## src/rtl/ctrlPkg.sv

```systemverilog
`default_nettype none

package ctrlPkg;

    typedef enum logic [4:0] {
        resetInit,
        fetchPc, fetchWait, fetchIr, decode,
        addExec, addWrite, addiExec, addiWrite,
        memAddr, memWrite, memRead, memWait, mdrLoad, loadWrite,
        branchEq, branchNe, branchGt, branchLe, // one per condition, keeps outputs Moore
        linkWrite, jump, jumpReg,
        multStart, multWait, hiLoWrite,
        excSaveOvf, excSaveIll, excWait, excLoad, excJump
    } stateE;

    typedef enum logic [2:0] {
        aluPass    = 3'd0,
        aluAdd     = 3'd1,
        aluSub     = 3'd2,
        aluCompare = 3'd7
    } aluOpE;

    typedef enum logic [2:0] {
        pcAluResult  = 3'd0,
        pcAluOut     = 3'd1,
        pcJumpTarget = 3'd2,
        pcExcVector  = 3'd3
    } pcSrcE;

    typedef enum logic [1:0] {
        dstRt = 2'd0,
        dstRd = 2'd1,
        dstRa = 2'd2,
        dstSp = 2'd3 // $29, used once after reset
    } regDstE;

    typedef enum logic [2:0] {
        wbAluOut = 3'd0,
        wbMdr    = 3'd1,
        wbPcLink = 3'd6,
        wbSpInit = 3'd7
    } memToRegE;

    typedef enum logic [1:0] {
        adrPc          = 2'd0,
        adrAluOut      = 2'd1,
        adrIllegalVec  = 2'd2,
        adrOverflowVec = 2'd3
    } iorDE;

    typedef enum logic [1:0] {
        srcBRegB      = 2'd0,
        srcBFour      = 2'd1,
        srcBImm       = 2'd2,
        srcBBranchOff = 2'd3 // sign-extended imm << 2
    } aluSrcBE;

    typedef enum logic [2:0] {
        brNone,
        brEq,
        brNe,
        brGt,
        brLe
    } branchCondE;

endpackage

`default_nettype wire

```

## src/rtl/isaPkg.sv

```systemverilog
`default_nettype none

package isaPkg;

    // primary opcode field, instr[31:26]
    typedef enum logic [5:0] {
        opRType = 6'h00,
        opJ     = 6'h02,
        opJal   = 6'h03,
        opBeq   = 6'h04,
        opBne   = 6'h05,
        opBle   = 6'h06,
        opBgt   = 6'h07,
        opAddi  = 6'h08,
        opAddiu = 6'h09,
        opLw    = 6'h23,
        opSw    = 6'h2B
    } opcodeE;

    // funct field, only meaningful with opRType
    typedef enum logic [5:0] {
        fnJr   = 6'h08,
        fnMult = 6'h18,
        fnAdd  = 6'h20
    } functE;

    typedef enum logic [3:0] {
        clsAdd,
        clsAddi,
        clsAddiu,
        clsLw,
        clsSw,
        clsBeq,
        clsBne,
        clsBgt,
        clsBle,
        clsJ,
        clsJal,
        clsJr,
        clsMult,
        clsIllegal
    } instrClassE;

endpackage

`default_nettype wire

```

## src/rtl/ctrlWordIf.sv

```systemverilog
`timescale 1ns/1ps
`default_nettype none

interface ctrlWordIf import ctrlPkg::*; ();

    logic pcWrite, pcWriteCond, memWrite, irWrite, regWrite;
    logic regALoad, regBLoad, aluSrcA, epcWrite, aluOutWrite;
    logic mdrLoad, hiLoWrite, multInit;

    regDstE     regDst;
    aluSrcBE    aluSrcB;
    iorDE       iorD;
    aluOpE      aluOp;
    pcSrcE      pcSrc;
    memToRegE   memToReg;
    branchCondE branchCond;

    modport gen (
        output pcWrite, pcWriteCond, memWrite, irWrite, regWrite,
        output regALoad, regBLoad, aluSrcA, epcWrite, aluOutWrite,
        output mdrLoad, hiLoWrite, multInit,
        output regDst, aluSrcB, iorD, aluOp, pcSrc, memToReg, branchCond
    );

    modport sink (
        input pcWrite, pcWriteCond, memWrite, irWrite, regWrite,
        input regALoad, regBLoad, aluSrcA, epcWrite, aluOutWrite,
        input mdrLoad, hiLoWrite, multInit,
        input regDst, aluSrcB, iorD, aluOp, pcSrc, memToReg, branchCond
    );

endinterface

`default_nettype wire

```

## src/rtl/controlWordGen.sv

```systemverilog
`timescale 1ns/1ps
`default_nettype none

module controlWordGen import ctrlPkg::*; (
    input  wire stateE state,
    ctrlWordIf.gen     ctrl
);

    always_comb begin
        ctrl.pcWrite     = 1'b0;
        ctrl.pcWriteCond = 1'b0;
        ctrl.memWrite    = 1'b0;
        ctrl.irWrite     = 1'b0;
        ctrl.regWrite    = 1'b0;
        ctrl.regALoad    = 1'b0;
        ctrl.regBLoad    = 1'b0;
        ctrl.aluSrcA     = 1'b0;
        ctrl.epcWrite    = 1'b0;
        ctrl.aluOutWrite = 1'b0;
        ctrl.mdrLoad     = 1'b0;
        ctrl.hiLoWrite   = 1'b0;
        ctrl.multInit    = 1'b0;
        ctrl.regDst      = dstRt;
        ctrl.aluSrcB     = srcBRegB;
        ctrl.iorD        = adrPc;
        ctrl.aluOp       = aluPass;
        ctrl.pcSrc       = pcAluResult;
        ctrl.memToReg    = wbAluOut;
        ctrl.branchCond  = brNone;

        case (state)
            resetInit: begin // load sp with its init value
                ctrl.regWrite = 1'b1;
                ctrl.regDst   = dstSp;
                ctrl.memToReg = wbSpInit;
            end
            fetchPc: begin // pc <= pc + 4
                ctrl.pcWrite = 1'b1;
                ctrl.aluSrcB = srcBFour;
                ctrl.aluOp   = aluAdd;
            end
            fetchIr: ctrl.irWrite = 1'b1;
            decode: begin // branch target precomputed into aluOut
                ctrl.regALoad    = 1'b1;
                ctrl.regBLoad    = 1'b1;
                ctrl.aluOutWrite = 1'b1;
                ctrl.aluSrcB     = srcBBranchOff;
                ctrl.aluOp       = aluAdd;
            end
            addExec, addiExec, memAddr: begin
                ctrl.aluSrcA     = 1'b1;
                ctrl.aluOp       = aluAdd;
                ctrl.aluOutWrite = 1'b1;
                ctrl.aluSrcB     = (state == addExec) ? srcBRegB : srcBImm;
            end
            addWrite: begin
                ctrl.regWrite = 1'b1;
                ctrl.regDst   = dstRd;
            end
            addiWrite: ctrl.regWrite = 1'b1; // rt, aluOut
            memRead, memWait: ctrl.iorD = adrAluOut;
            memWrite: begin
                ctrl.memWrite = 1'b1;
                ctrl.iorD     = adrAluOut;
            end
            mdrLoad, excLoad: ctrl.mdrLoad = 1'b1;
            loadWrite: begin
                ctrl.regWrite = 1'b1;
                ctrl.memToReg = wbMdr;
            end
            branchEq, branchNe, branchGt, branchLe: begin
                ctrl.pcWriteCond = 1'b1;
                ctrl.aluSrcA     = 1'b1;
                ctrl.pcSrc       = pcAluOut;
                case (state)
                    branchEq: ctrl.branchCond = brEq;
                    branchNe: ctrl.branchCond = brNe;
                    branchGt: ctrl.branchCond = brGt;
                    default:  ctrl.branchCond = brLe;
                endcase
                ctrl.aluOp = (state == branchEq || state == branchNe) ? aluSub : aluCompare;
            end
            linkWrite: begin
                ctrl.regWrite = 1'b1;
                ctrl.regDst   = dstRa;
                ctrl.memToReg = wbPcLink;
            end
            jump: begin
                ctrl.pcWrite = 1'b1;
                ctrl.pcSrc   = pcJumpTarget;
            end
            jumpReg: begin // rs passes straight through the alu
                ctrl.pcWrite = 1'b1;
                ctrl.aluSrcA = 1'b1;
            end
            multStart: ctrl.multInit  = 1'b1;
            hiLoWrite: ctrl.hiLoWrite = 1'b1;
            excSaveOvf, excSaveIll: begin // epc <= pc - 4, fetch vector
                ctrl.epcWrite = 1'b1;
                ctrl.aluSrcB  = srcBFour;
                ctrl.aluOp    = aluSub;
                ctrl.iorD     = (state == excSaveOvf) ? adrOverflowVec : adrIllegalVec;
            end
            excJump: begin
                ctrl.pcWrite = 1'b1;
                ctrl.pcSrc   = pcExcVector;
            end
            default: ;
        endcase
    end

    // pc has a single write port
    always_comb begin
        assert (!(ctrl.pcWrite && ctrl.pcWriteCond));
    end

endmodule

`default_nettype wire

```

## src/rtl/instrDecoder.sv

```systemverilog
`timescale 1ns/1ps
`default_nettype none

module instrDecoder import isaPkg::*; (
    input  wire opcodeE     opcode,
    input  wire functE      funct,
    output instrClassE      instrClass
);

    always_comb begin
        instrClass = clsIllegal; // anything not matched below
        case (opcode)
            opRType: begin
                case (funct)
                    fnAdd:   instrClass = clsAdd;
                    fnMult:  instrClass = clsMult;
                    fnJr:    instrClass = clsJr;
                    default: instrClass = clsIllegal;
                endcase
            end
            opAddi:  instrClass = clsAddi;
            opAddiu: instrClass = clsAddiu;
            opLw:    instrClass = clsLw;
            opSw:    instrClass = clsSw;
            opBeq:   instrClass = clsBeq;
            opBne:   instrClass = clsBne;
            opBgt:   instrClass = clsBgt;
            opBle:   instrClass = clsBle;
            opJ:     instrClass = clsJ;
            opJal:   instrClass = clsJal;
            default: instrClass = clsIllegal;
        endcase
    end

endmodule

`default_nettype wire

```

## src/rtl/mipsControl.sv

```systemverilog
`timescale 1ns/1ps
`default_nettype none

module mipsControl import isaPkg::*, ctrlPkg::*; #(
    parameter int MultCycles = 33
) (
    input  wire        clk,
    input  wire        rstN,
    input  wire [5:0]  opcode,
    input  wire [5:0]  funct,
    input  wire        overflow,
    output logic       pcWrite,
    output logic       pcWriteCond,
    output logic       memWrite,
    output logic       irWrite,
    output logic       regWrite,
    output logic       regALoad,
    output logic       regBLoad,
    output logic       aluSrcA,
    output logic       epcWrite,
    output logic       aluOutWrite,
    output logic       mdrLoad,
    output logic       hiLoWrite,
    output logic       multInit,
    output regDstE     regDst,
    output aluSrcBE    aluSrcB,
    output iorDE       iorD,
    output aluOpE      aluOp,
    output pcSrcE      pcSrc,
    output memToRegE   memToReg,
    output branchCondE branchCond
);

    opcodeE     opcodeIn;
    functE      functIn;
    instrClassE instrClass;
    stateE      state;

    ctrlWordIf ctrlBus ();

    assign opcodeIn = opcodeE'(opcode); // raw ir bits, unlisted codes decode as illegal
    assign functIn  = functE'(funct);

    instrDecoder instrDecoderInst (
        .opcode     (opcodeIn),
        .funct      (functIn),
        .instrClass (instrClass)
    );

    stateSequencer #(.MultCycles(MultCycles)) stateSequencerInst (
        .clk        (clk),
        .rstN       (rstN),
        .instrClass (instrClass),
        .overflow   (overflow),
        .state      (state)
    );

    controlWordGen controlWordGenInst (
        .state (state),
        .ctrl  (ctrlBus.gen)
    );

    assign pcWrite     = ctrlBus.pcWrite;
    assign pcWriteCond = ctrlBus.pcWriteCond;
    assign memWrite    = ctrlBus.memWrite;
    assign irWrite     = ctrlBus.irWrite;
    assign regWrite    = ctrlBus.regWrite;
    assign regALoad    = ctrlBus.regALoad;
    assign regBLoad    = ctrlBus.regBLoad;
    assign aluSrcA     = ctrlBus.aluSrcA;
    assign epcWrite    = ctrlBus.epcWrite;
    assign aluOutWrite = ctrlBus.aluOutWrite;
    assign mdrLoad     = ctrlBus.mdrLoad;
    assign hiLoWrite   = ctrlBus.hiLoWrite;
    assign multInit    = ctrlBus.multInit;
    assign regDst      = ctrlBus.regDst;
    assign aluSrcB     = ctrlBus.aluSrcB;
    assign iorD        = ctrlBus.iorD;
    assign aluOp       = ctrlBus.aluOp;
    assign pcSrc       = ctrlBus.pcSrc;
    assign memToReg    = ctrlBus.memToReg;
    assign branchCond  = ctrlBus.branchCond;

endmodule

`default_nettype wire

```

## src/rtl/stateSequencer.sv

```systemverilog
`timescale 1ns/1ps
`default_nettype none

module stateSequencer import isaPkg::*, ctrlPkg::*; #(
    parameter int MultCycles = 33
) (
    input  wire             clk,
    input  wire             rstN,
    input  wire instrClassE instrClass,
    input  wire             overflow,
    output stateE           state
);

    stateE      nextState;
    logic [6:0] waitCnt;

    always_ff @(posedge clk or negedge rstN) begin
        if (!rstN) begin
            state <= resetInit;
        end else begin
            state <= nextState;
        end
    end

    // multiply latency counter
    always_ff @(posedge clk or negedge rstN) begin
        if (!rstN) begin
            waitCnt <= '0;
        end else if (state == multStart) begin
            waitCnt <= 7'(MultCycles);
        end else if (state == multWait && waitCnt != '0) begin
            waitCnt <= waitCnt - 7'd1;
        end
    end

    always_comb begin
        nextState = resetInit;
        case (state)
            resetInit: nextState = fetchPc;
            fetchPc:   nextState = fetchWait;
            fetchWait: nextState = fetchIr;
            fetchIr:   nextState = decode;
            decode: begin
                case (instrClass)
                    clsAdd:   nextState = addExec;
                    clsAddi:  nextState = addiExec;
                    clsAddiu: nextState = addiExec;
                    clsLw:    nextState = memAddr;
                    clsSw:    nextState = memAddr;
                    clsBeq:   nextState = branchEq;
                    clsBne:   nextState = branchNe;
                    clsBgt:   nextState = branchGt;
                    clsBle:   nextState = branchLe;
                    clsJ:     nextState = jump;
                    clsJal:   nextState = linkWrite;
                    clsJr:    nextState = jumpReg;
                    clsMult:  nextState = multStart;
                    default:  nextState = excSaveIll;
                endcase
            end
            addExec:  nextState = overflow ? excSaveOvf : addWrite;
            // addiu shares the datapath but never traps
            addiExec: nextState = (instrClass == clsAddi && overflow) ? excSaveOvf : addiWrite;
            memAddr:  nextState = (instrClass == clsSw) ? memWrite : memRead;
            memRead:  nextState = memWait;
            memWait:  nextState = mdrLoad;
            mdrLoad:  nextState = loadWrite;
            linkWrite: nextState = jump;
            multStart: nextState = multWait;
            multWait:  nextState = (waitCnt == 7'd1) ? hiLoWrite : multWait;
            excSaveOvf, excSaveIll: nextState = excWait;
            excWait:  nextState = excLoad;
            excLoad:  nextState = excJump;
            addWrite, addiWrite, memWrite, loadWrite,
            branchEq, branchNe, branchGt, branchLe,
            jump, jumpReg, hiLoWrite, excJump: nextState = fetchPc;
            default:  nextState = resetInit;
        endcase
    end

    counterBound: assert property (@(posedge clk) disable iff (!rstN)
        waitCnt <= 7'(MultCycles));

    multWaitEntry: assert property (@(posedge clk) disable iff (!rstN)
        (state == multStart) |=> (state == multWait && waitCnt != '0));

endmodule

`default_nettype wire

```

## config.mk

```make
export PLATFORM = sky130hd
export DESIGN_NAME = mipsControl
export DESIGN_NICKNAME = d
export VERILOG_FILES = /design/src/rtl/ctrlPkg.sv /design/src/rtl/isaPkg.sv /design/src/rtl/ctrlWordIf.sv /design/src/rtl/controlWordGen.sv /design/src/rtl/instrDecoder.sv /design/src/rtl/mipsControl.sv /design/src/rtl/stateSequencer.sv
export SDC_FILE = /design/constraint.sdc
export NUM_CORES = 1
export LEC_CHECK = 0
export ABC_AREA = 1
export BUFFER_PORTS_ARGS = -buffer_cell sky130_fd_sc_hd__buf_2
export CAP_MARGIN = 20
export CORE_MARGIN = 2
export CORE_UTILIZATION = 30
export CTS_BUF_LIST = sky130_fd_sc_hd__clkbuf_4 sky130_fd_sc_hd__clkbuf_8 sky130_fd_sc_hd__clkbuf_16
export CTS_CLUSTER_DIAMETER = 40
export DETAILED_ROUTE_END_ITERATION = 16
export MAX_ROUTING_LAYER = met4
export PLACE_DENSITY_LB_ADDON = 0.15
export SLEW_MARGIN = 20
export SYNTH_ARGS = -nofsm -noshare
export SYNTH_HDL_FRONTEND = slang
export SYNTH_HIERARCHICAL = 1
export SYNTH_SLANG_ARGS = --single-unit
```

## constraint.sdc

```tcl
create_clock -name clk -period 3.25 [get_ports clk]
set_clock_uncertainty 0.2 [all_clocks]
set_input_delay 0.975 -clock clk [delete_from_list [all_inputs] [get_ports clk]]
set_output_delay 0.975 -clock clk [all_outputs]
set_load 0.01 [all_outputs]
```

Yosys cells after proc, flatten, opt, wreduce, memory -nomap -nowiden. Memories as Yosys holds them, arrays and structs flattened. Cells that the tools add are included.

Shift-type cells: 0. Multipliers: 0. Eq/ne operators: 45. Bitwise logic cells: 0. Div/mod/pow operators: 0. Add/subtract/negate cells: 1. Multiplexer cells: 32. Order comparisons: 0. Reduce and logical (&&, ||, !) cells: 19.

Operators by type and width (number): 5-bit case mux with 17 select lines (1); 5-bit == test, second input constant (14); 4-bit case mux with 11 select lines (1); 5-bit by 4-bit == test with 1-bit output, second input constant (8); 3-bit case mux with 3 select lines (3); 6-bit by 3-bit == test with 1-bit output, second input constant (4); 5-bit by 3-bit == test with 1-bit output, second input constant (4); 6-bit by 4-bit == test with 1-bit output, second input constant (3); 6-bit == test, second input constant (3); 2-bit case mux with 3 select lines (3); 1-bit two-way mux (14); 7-bit two-way mux (2); 13-bit OR reduction (1); 6-bit by 2-bit == test with 1-bit output, second input constant (2); 4-bit case mux with 3 select lines (1); 4-bit OR reduction (3); 5-bit by 2-bit == test with 1-bit output, second input constant (2); 5-bit two-way mux (2); 5-bit OR reduction (2); 3-bit OR reduction (3); 8-bit OR reduction (1); 7-bit by 1-bit == test with 1-bit output, second input constant (1); 7-bit nonzero test (1); 7-bit by 1-bit subtractor with 7-bit output, second input constant (1); other kinds (14) (17).

Input bits: 15. Output and inout port bits: 31. RAM bits: 0. Memories kept: 1. Memory bits (read-only): 80. Bits in latches: 0. Logic and storage cells: 100. Bits in registers: 12.

Memories: (no name shown) (words 16, width 5, read ports 1, clocked after memory_dff 0, wr ports 0, line stateSequencer.sv:44) `case (instrClass)`.

Depth between registers and ports, before layout.
Depth in word-level cells: 7. Gate-level depth with buffers: 18. Gate-level depth less buffers: 18.

Hierarchy. The synthesis kept the hierarchy.

By module, submodules not included: stateSequencer (cells each 200, area an instance 1192.4 um2, instances 1, sequential area each 300.3 um2); controlWordGen (cells each 85, area an instance 425.4 um2, instances 1, sequential area each 0.0 um2); instrDecoder (cells each 63, area an instance 306.5 um2, instances 1, sequential area each 0.0 um2).

Worst setup path after synthesis. No wires, ideal clock.

Kind: input to register. Start point: input port opcode[3]. End point: register stateSequencerInst.state[1]. Setup time: 119 ps. Stages: 16. Data arrival time: 2324 ps. Path buffers: 0. Setup slack: 607 ps. Data required time: 2931 ps. Cell sequence: inv_1 > nand2_1 > nor2_2 > nand2_1 > clkinv_1 > nor2_1 > nand2_2 > nand3_1 > inv_1 > ha_1 > nor2_1 > nor2_1 > nor2_1 > nor3_1 > nor2_1 > nand2_1.

Cells in the longest elaborated chain, start to end: 4. Elaborated cells on any way between the ends: 14. Classes of those cells: eq/ne: 10; mux: 2; reduce/logical: 1; memory: 1.

Ends and longest elaborated chain: start, declared (line mipsControl.sv:9) `input wire [5:0] opcode,`; 6-bit by 2-bit == test with 1-bit output, or another cell as far along (line instrDecoder.sv:12) `case (opcode)`; 4-bit case mux with 11 select lines (*) (line instrDecoder.sv:12); via instrClass[0] (line mipsControl.sv:36) `instrClassE instrClass;`; memory 16 x 5 bit (*); 5-bit case mux with 17 select lines (*) (line stateSequencer.sv:38) `case (state)`; via stateSequencerInst.nextState[1] (line stateSequencer.sv:14) `stateE nextState;`; end signal, assigned (line stateSequencer.sv:19) `state <= resetInit;`; end signal, assigned (line stateSequencer.sv:21) `state <= nextState;`; end, declared (line stateSequencer.sv:11) `output stateE state`.

The timed path passes the listed nets; every way through them passes the cells marked *. A chain may end at the register's enable or synchronous reset.

Worst setup path in the final report.
Start point: register stateSequencerInst.state[0]. End point: output port pcWrite.

Cells in the longest elaborated chain, start to end: 3. Elaborated cells on any way between the ends: 6. Classes of those cells: eq/ne: 4; mux: 1; reduce/logical: 1.

Ends and longest elaborated chain: 5-bit == test or 5-bit by 1-bit == test with 1-bit output (tied branches) (line controlWordGen.sv:31) `case (state)`; 4-bit OR reduction (no line) (*); 1-bit two-way mux (*) (line controlWordGen.sv:31); end, declared (line mipsControl.sv:12) `output logic pcWrite,`.

Every way passes the cells marked *; elsewhere a longest branch is shown, timed or not.

==> impl_metrics.tcl <==
set metrics [dict create \
    outcome "finished clean" \
    finalCritPeriodShare_pct 89.9 \
    insertion_delay_ps 240 \
    die_height_um 84.1 \
    critical-path-max-stage-delay_ps 680 \
    rows 29 \
    dr_total_vias 2192 \
    start_util_pct 30.7 \
    synth_top_family_by_area "simple AND/OR/NAND/NOR gates" \
    track_usage_pct 14.7 \
    yosys.area.top_type_share_pct 19.7 \
    synth_area_mm2 0.00192 \
    cts_hold_buf 0 \
    sequential_to_total_area_share_from_yosys_stat_pct 15.6 \
    fin_tns_setup_ps 0 \
    synthDistinctLibCells 30 \
    synth.net_count 370 \
    rsz0062_at_grt "no" \
    grt-ovfl-total 0 \
    max_freq_ghz 0.342 \
    synth.yosys.warnings 6 \
    grt_start_max_net_pins 15 \
    via_count_of_the_first_global_routing_pass 2033 \
    power_density_mw_per_mm2 701 \
    cap_violations 0 \
    synth.largest_area_cell "sky130_fd_sc_hd__nand2_1" \
    synth_simple_gate_area_share_pct 57.4 \
    vdd.ir_drop.worst_v 0.000283 \
    wire_per_inst_um 10.6 \
    post_route_cells_drive_above_1_share_pct 22.8 \
    critPathArrivalTime_ps 1750 \
    mostFrequentLayoutCells "101 x sky130_fd_sc_hd__nand2_1, 47 x sky130_fd_sc_hd__nand3_1, 47 x sky130_fd_sc_hd__nor2_1" \
    pre_cts_slack_ps 277 \
    critical_path.endpoint_type "primary output" \
    die-area_mm2 0.00707 \
    post_synth_fa_ha_maj_area_fraction_pct 4.55 \
    route.antenna.remaining_nets 0 \
    cts_tree "yes" \
    crit_family "flip-flops" \
    tritoncts_num_sinks 12 \
    antenna_cells 0 \
    compound_gate_portion_of_the_synthesized_area_pct 6.05 \
    clockBufferDepth 2 \
    cts-buffers-inserted 3 \
    timing.critical_path.slowest_stage_cell "sky130_fd_sc_hd__dfrtp_1" \
    final-hold-violation-count 0 \
    area.sequential_um2 300 \
    final_period_minus_worst_setup_slack_ps 2920 \
    hold_path.class "register to register" \
    timing.setup.critical_path_class "register to primary output" \
    worstPathBufferInverterCount 2 \
    cts_htree_levels 1 \
    multiInputGateArea_mm2 0.00134 \
    detailedPlacementHpwl_mm 4.13 \
    synth-seq-cells 12 \
    die-width_um 84.1 \
    postSynthAreaPerCell_um2 5.53 \
    maxSlewViolCount 0 \
    ctsResizeCount 0 \
    syn-instance-count 348 \
    root_buffer "sky130_fd_sc_hd__clkbuf_8" \
    place_congestion 0.945 \
    antenna_found_initial 0 \
    drt_pass1_iterations 4 \
    drc 0 \
    synthTopCellsByArea "sky130_fd_sc_hd__nand2_1 20%, sky130_fd_sc_hd__dfrtp_1 16%, sky130_fd_sc_hd__nand3_1 12%, sky130_fd_sc_hd__nor2_1 9.2%, sky130_fd_sc_hd__inv_1 8.6%" \
    power.leakage_nw 1.35 \
    post-route-worst-setup-slack_ps 328 \
    crit_fanout 13 \
    syn_to_final_growth_pct 16.6 \
    synthXorXnorAreaFrac_pct 1.37 \
    maxSlewHeadroom_pct 60.9 \
    floorplan.core_area_mm2 0.00628 \
    fill_count 717 \
    drtIter0Drc 102 \
    routed_wirelength_mm 4.96 \
    setup_viol_count_final 0 \
    worst_setup_hold_path_clk_slew_ps 60 \
    i_o_pin_total 46 \
    number_of_i_o_port_buffers 44 \
    synthMuxAreaShare_pct 0 \
    kind_of_start_point_of_the_critical_path "register" \
    worst-slew-pin-transition_ps 587 \
    layout.nets 413 \
    path_cells "inv_2 > nor2_4 > nand4_1 > o211ai_1 > buf_2" \
    via_density_per_instance 4.69 \
    grt_first_pass_wirelength_mm 8.69 \
    post-cts-setup-buffer-count 0 \
    most_common_library_cell_in_the_layout_ignoring_fill_and_taps "sky130_fd_sc_hd__nand2_1" \
    critPathRequiredTime_ps 2070 \
]
## cells by family (layout without fill, tap and decap cells)
logic type / Yosys count / after routing
AOI/OAI and AO/OA: 21 / 21
xor gates and xnor gates: 3 / 3
and+or+nand+nor: 239 / 239
other: 1 / 1
buffers and inverters: 65 / 107
DFF: 12 / 12
adders and majority gates: 7 / 7
## per-layer routing
layer / vias up / global-route usage, % / part of all wire (%)
met1: 945 / 18.3 / 48
li1: 1170 / - / -
met5: - / - / 0
met2: 65 / 24.7 / 45
met3: 12 / 2.08 / 5.8
met4: 0 / 4.11 / 2.0
## cell usage after synthesis (all sizes together)
cell type / number
a21oi: 4
buf: 8
clkbuf: 1
clkinv: 1
conb: 1
dfrtp: 12
ha: 7
inv: 55
nand2: 108
nand3: 49
nand3b: 3
nand4: 6
nor2: 63
nor3: 6
nor4: 1
o211ai: 1
o21ai: 15
o22ai: 1
or2: 3
xor2: 3
## state kept, by name, summed over array words and instances, names as in the netlist
register / cells
stateSequencerInst/state: 5
stateSequencerInst/waitCnt: 7
## through the flow
step	instance area [um^2]	total power, mW	hold WS [ps]	util [%]	cells
finish	2240	1.57	267	35.7	467
CTS	2240	1.59	272	35.7	467
global placement	2190	1.42	255	34.9	463
detailed placement	2190	1.42	257	34.9	463
floorplan	1920	1.13	236	-	348
global route	2240	1.74	314	35.7	467
## area by class of cell
cell class | instances | area share (%)
clock buffer | 4 | 2.45
inverter | 56 | 9.37
multi-input combinational | 271 | 59.7
tap | 77 | 4.29
timing repair buffer | 47 | 10.8
sequential | 12 | 13.4
## worst paths after layout
path,startpoint,endpoint,slack [ps],cells past startpoint
worst min-delay path,stateSequencerInst/waitCnt[6],stateSequencerInst/waitCnt[6],270,2
max in group asynchronous,rstN,stateSequencerInst/state[2],2230,1
min in group asynchronous,rstN,stateSequencerInst/waitCnt[3],400,1
worst max-delay path,stateSequencerInst/state[0],pcWrite,330,5
worst max register to register,stateSequencerInst/state[1],stateSequencerInst/waitCnt[6],1410,7
worst min register to register,stateSequencerInst/waitCnt[6],stateSequencerInst/waitCnt[6],270,2
## worst min-delay path: cells and delay by family (launching register included)
| kind | cells | cell delay [ps] |
|---|---|---|
| simple gates | 1 | 50 |
| buf+inv | 1 | 40 |
| flops | 1 | 340 |
## power breakdown
part	switching [mW]	total (mW)	internal, mW	leakage, nW
Clock	0.0554	0.162	0.107	0.0288
Combinational	0.706	1.08	0.378	1.16
Sequential	0.122	0.326	0.204	0.157
Total	0.884	1.57	0.688	1.35
(Power assumes the default switching activity.)
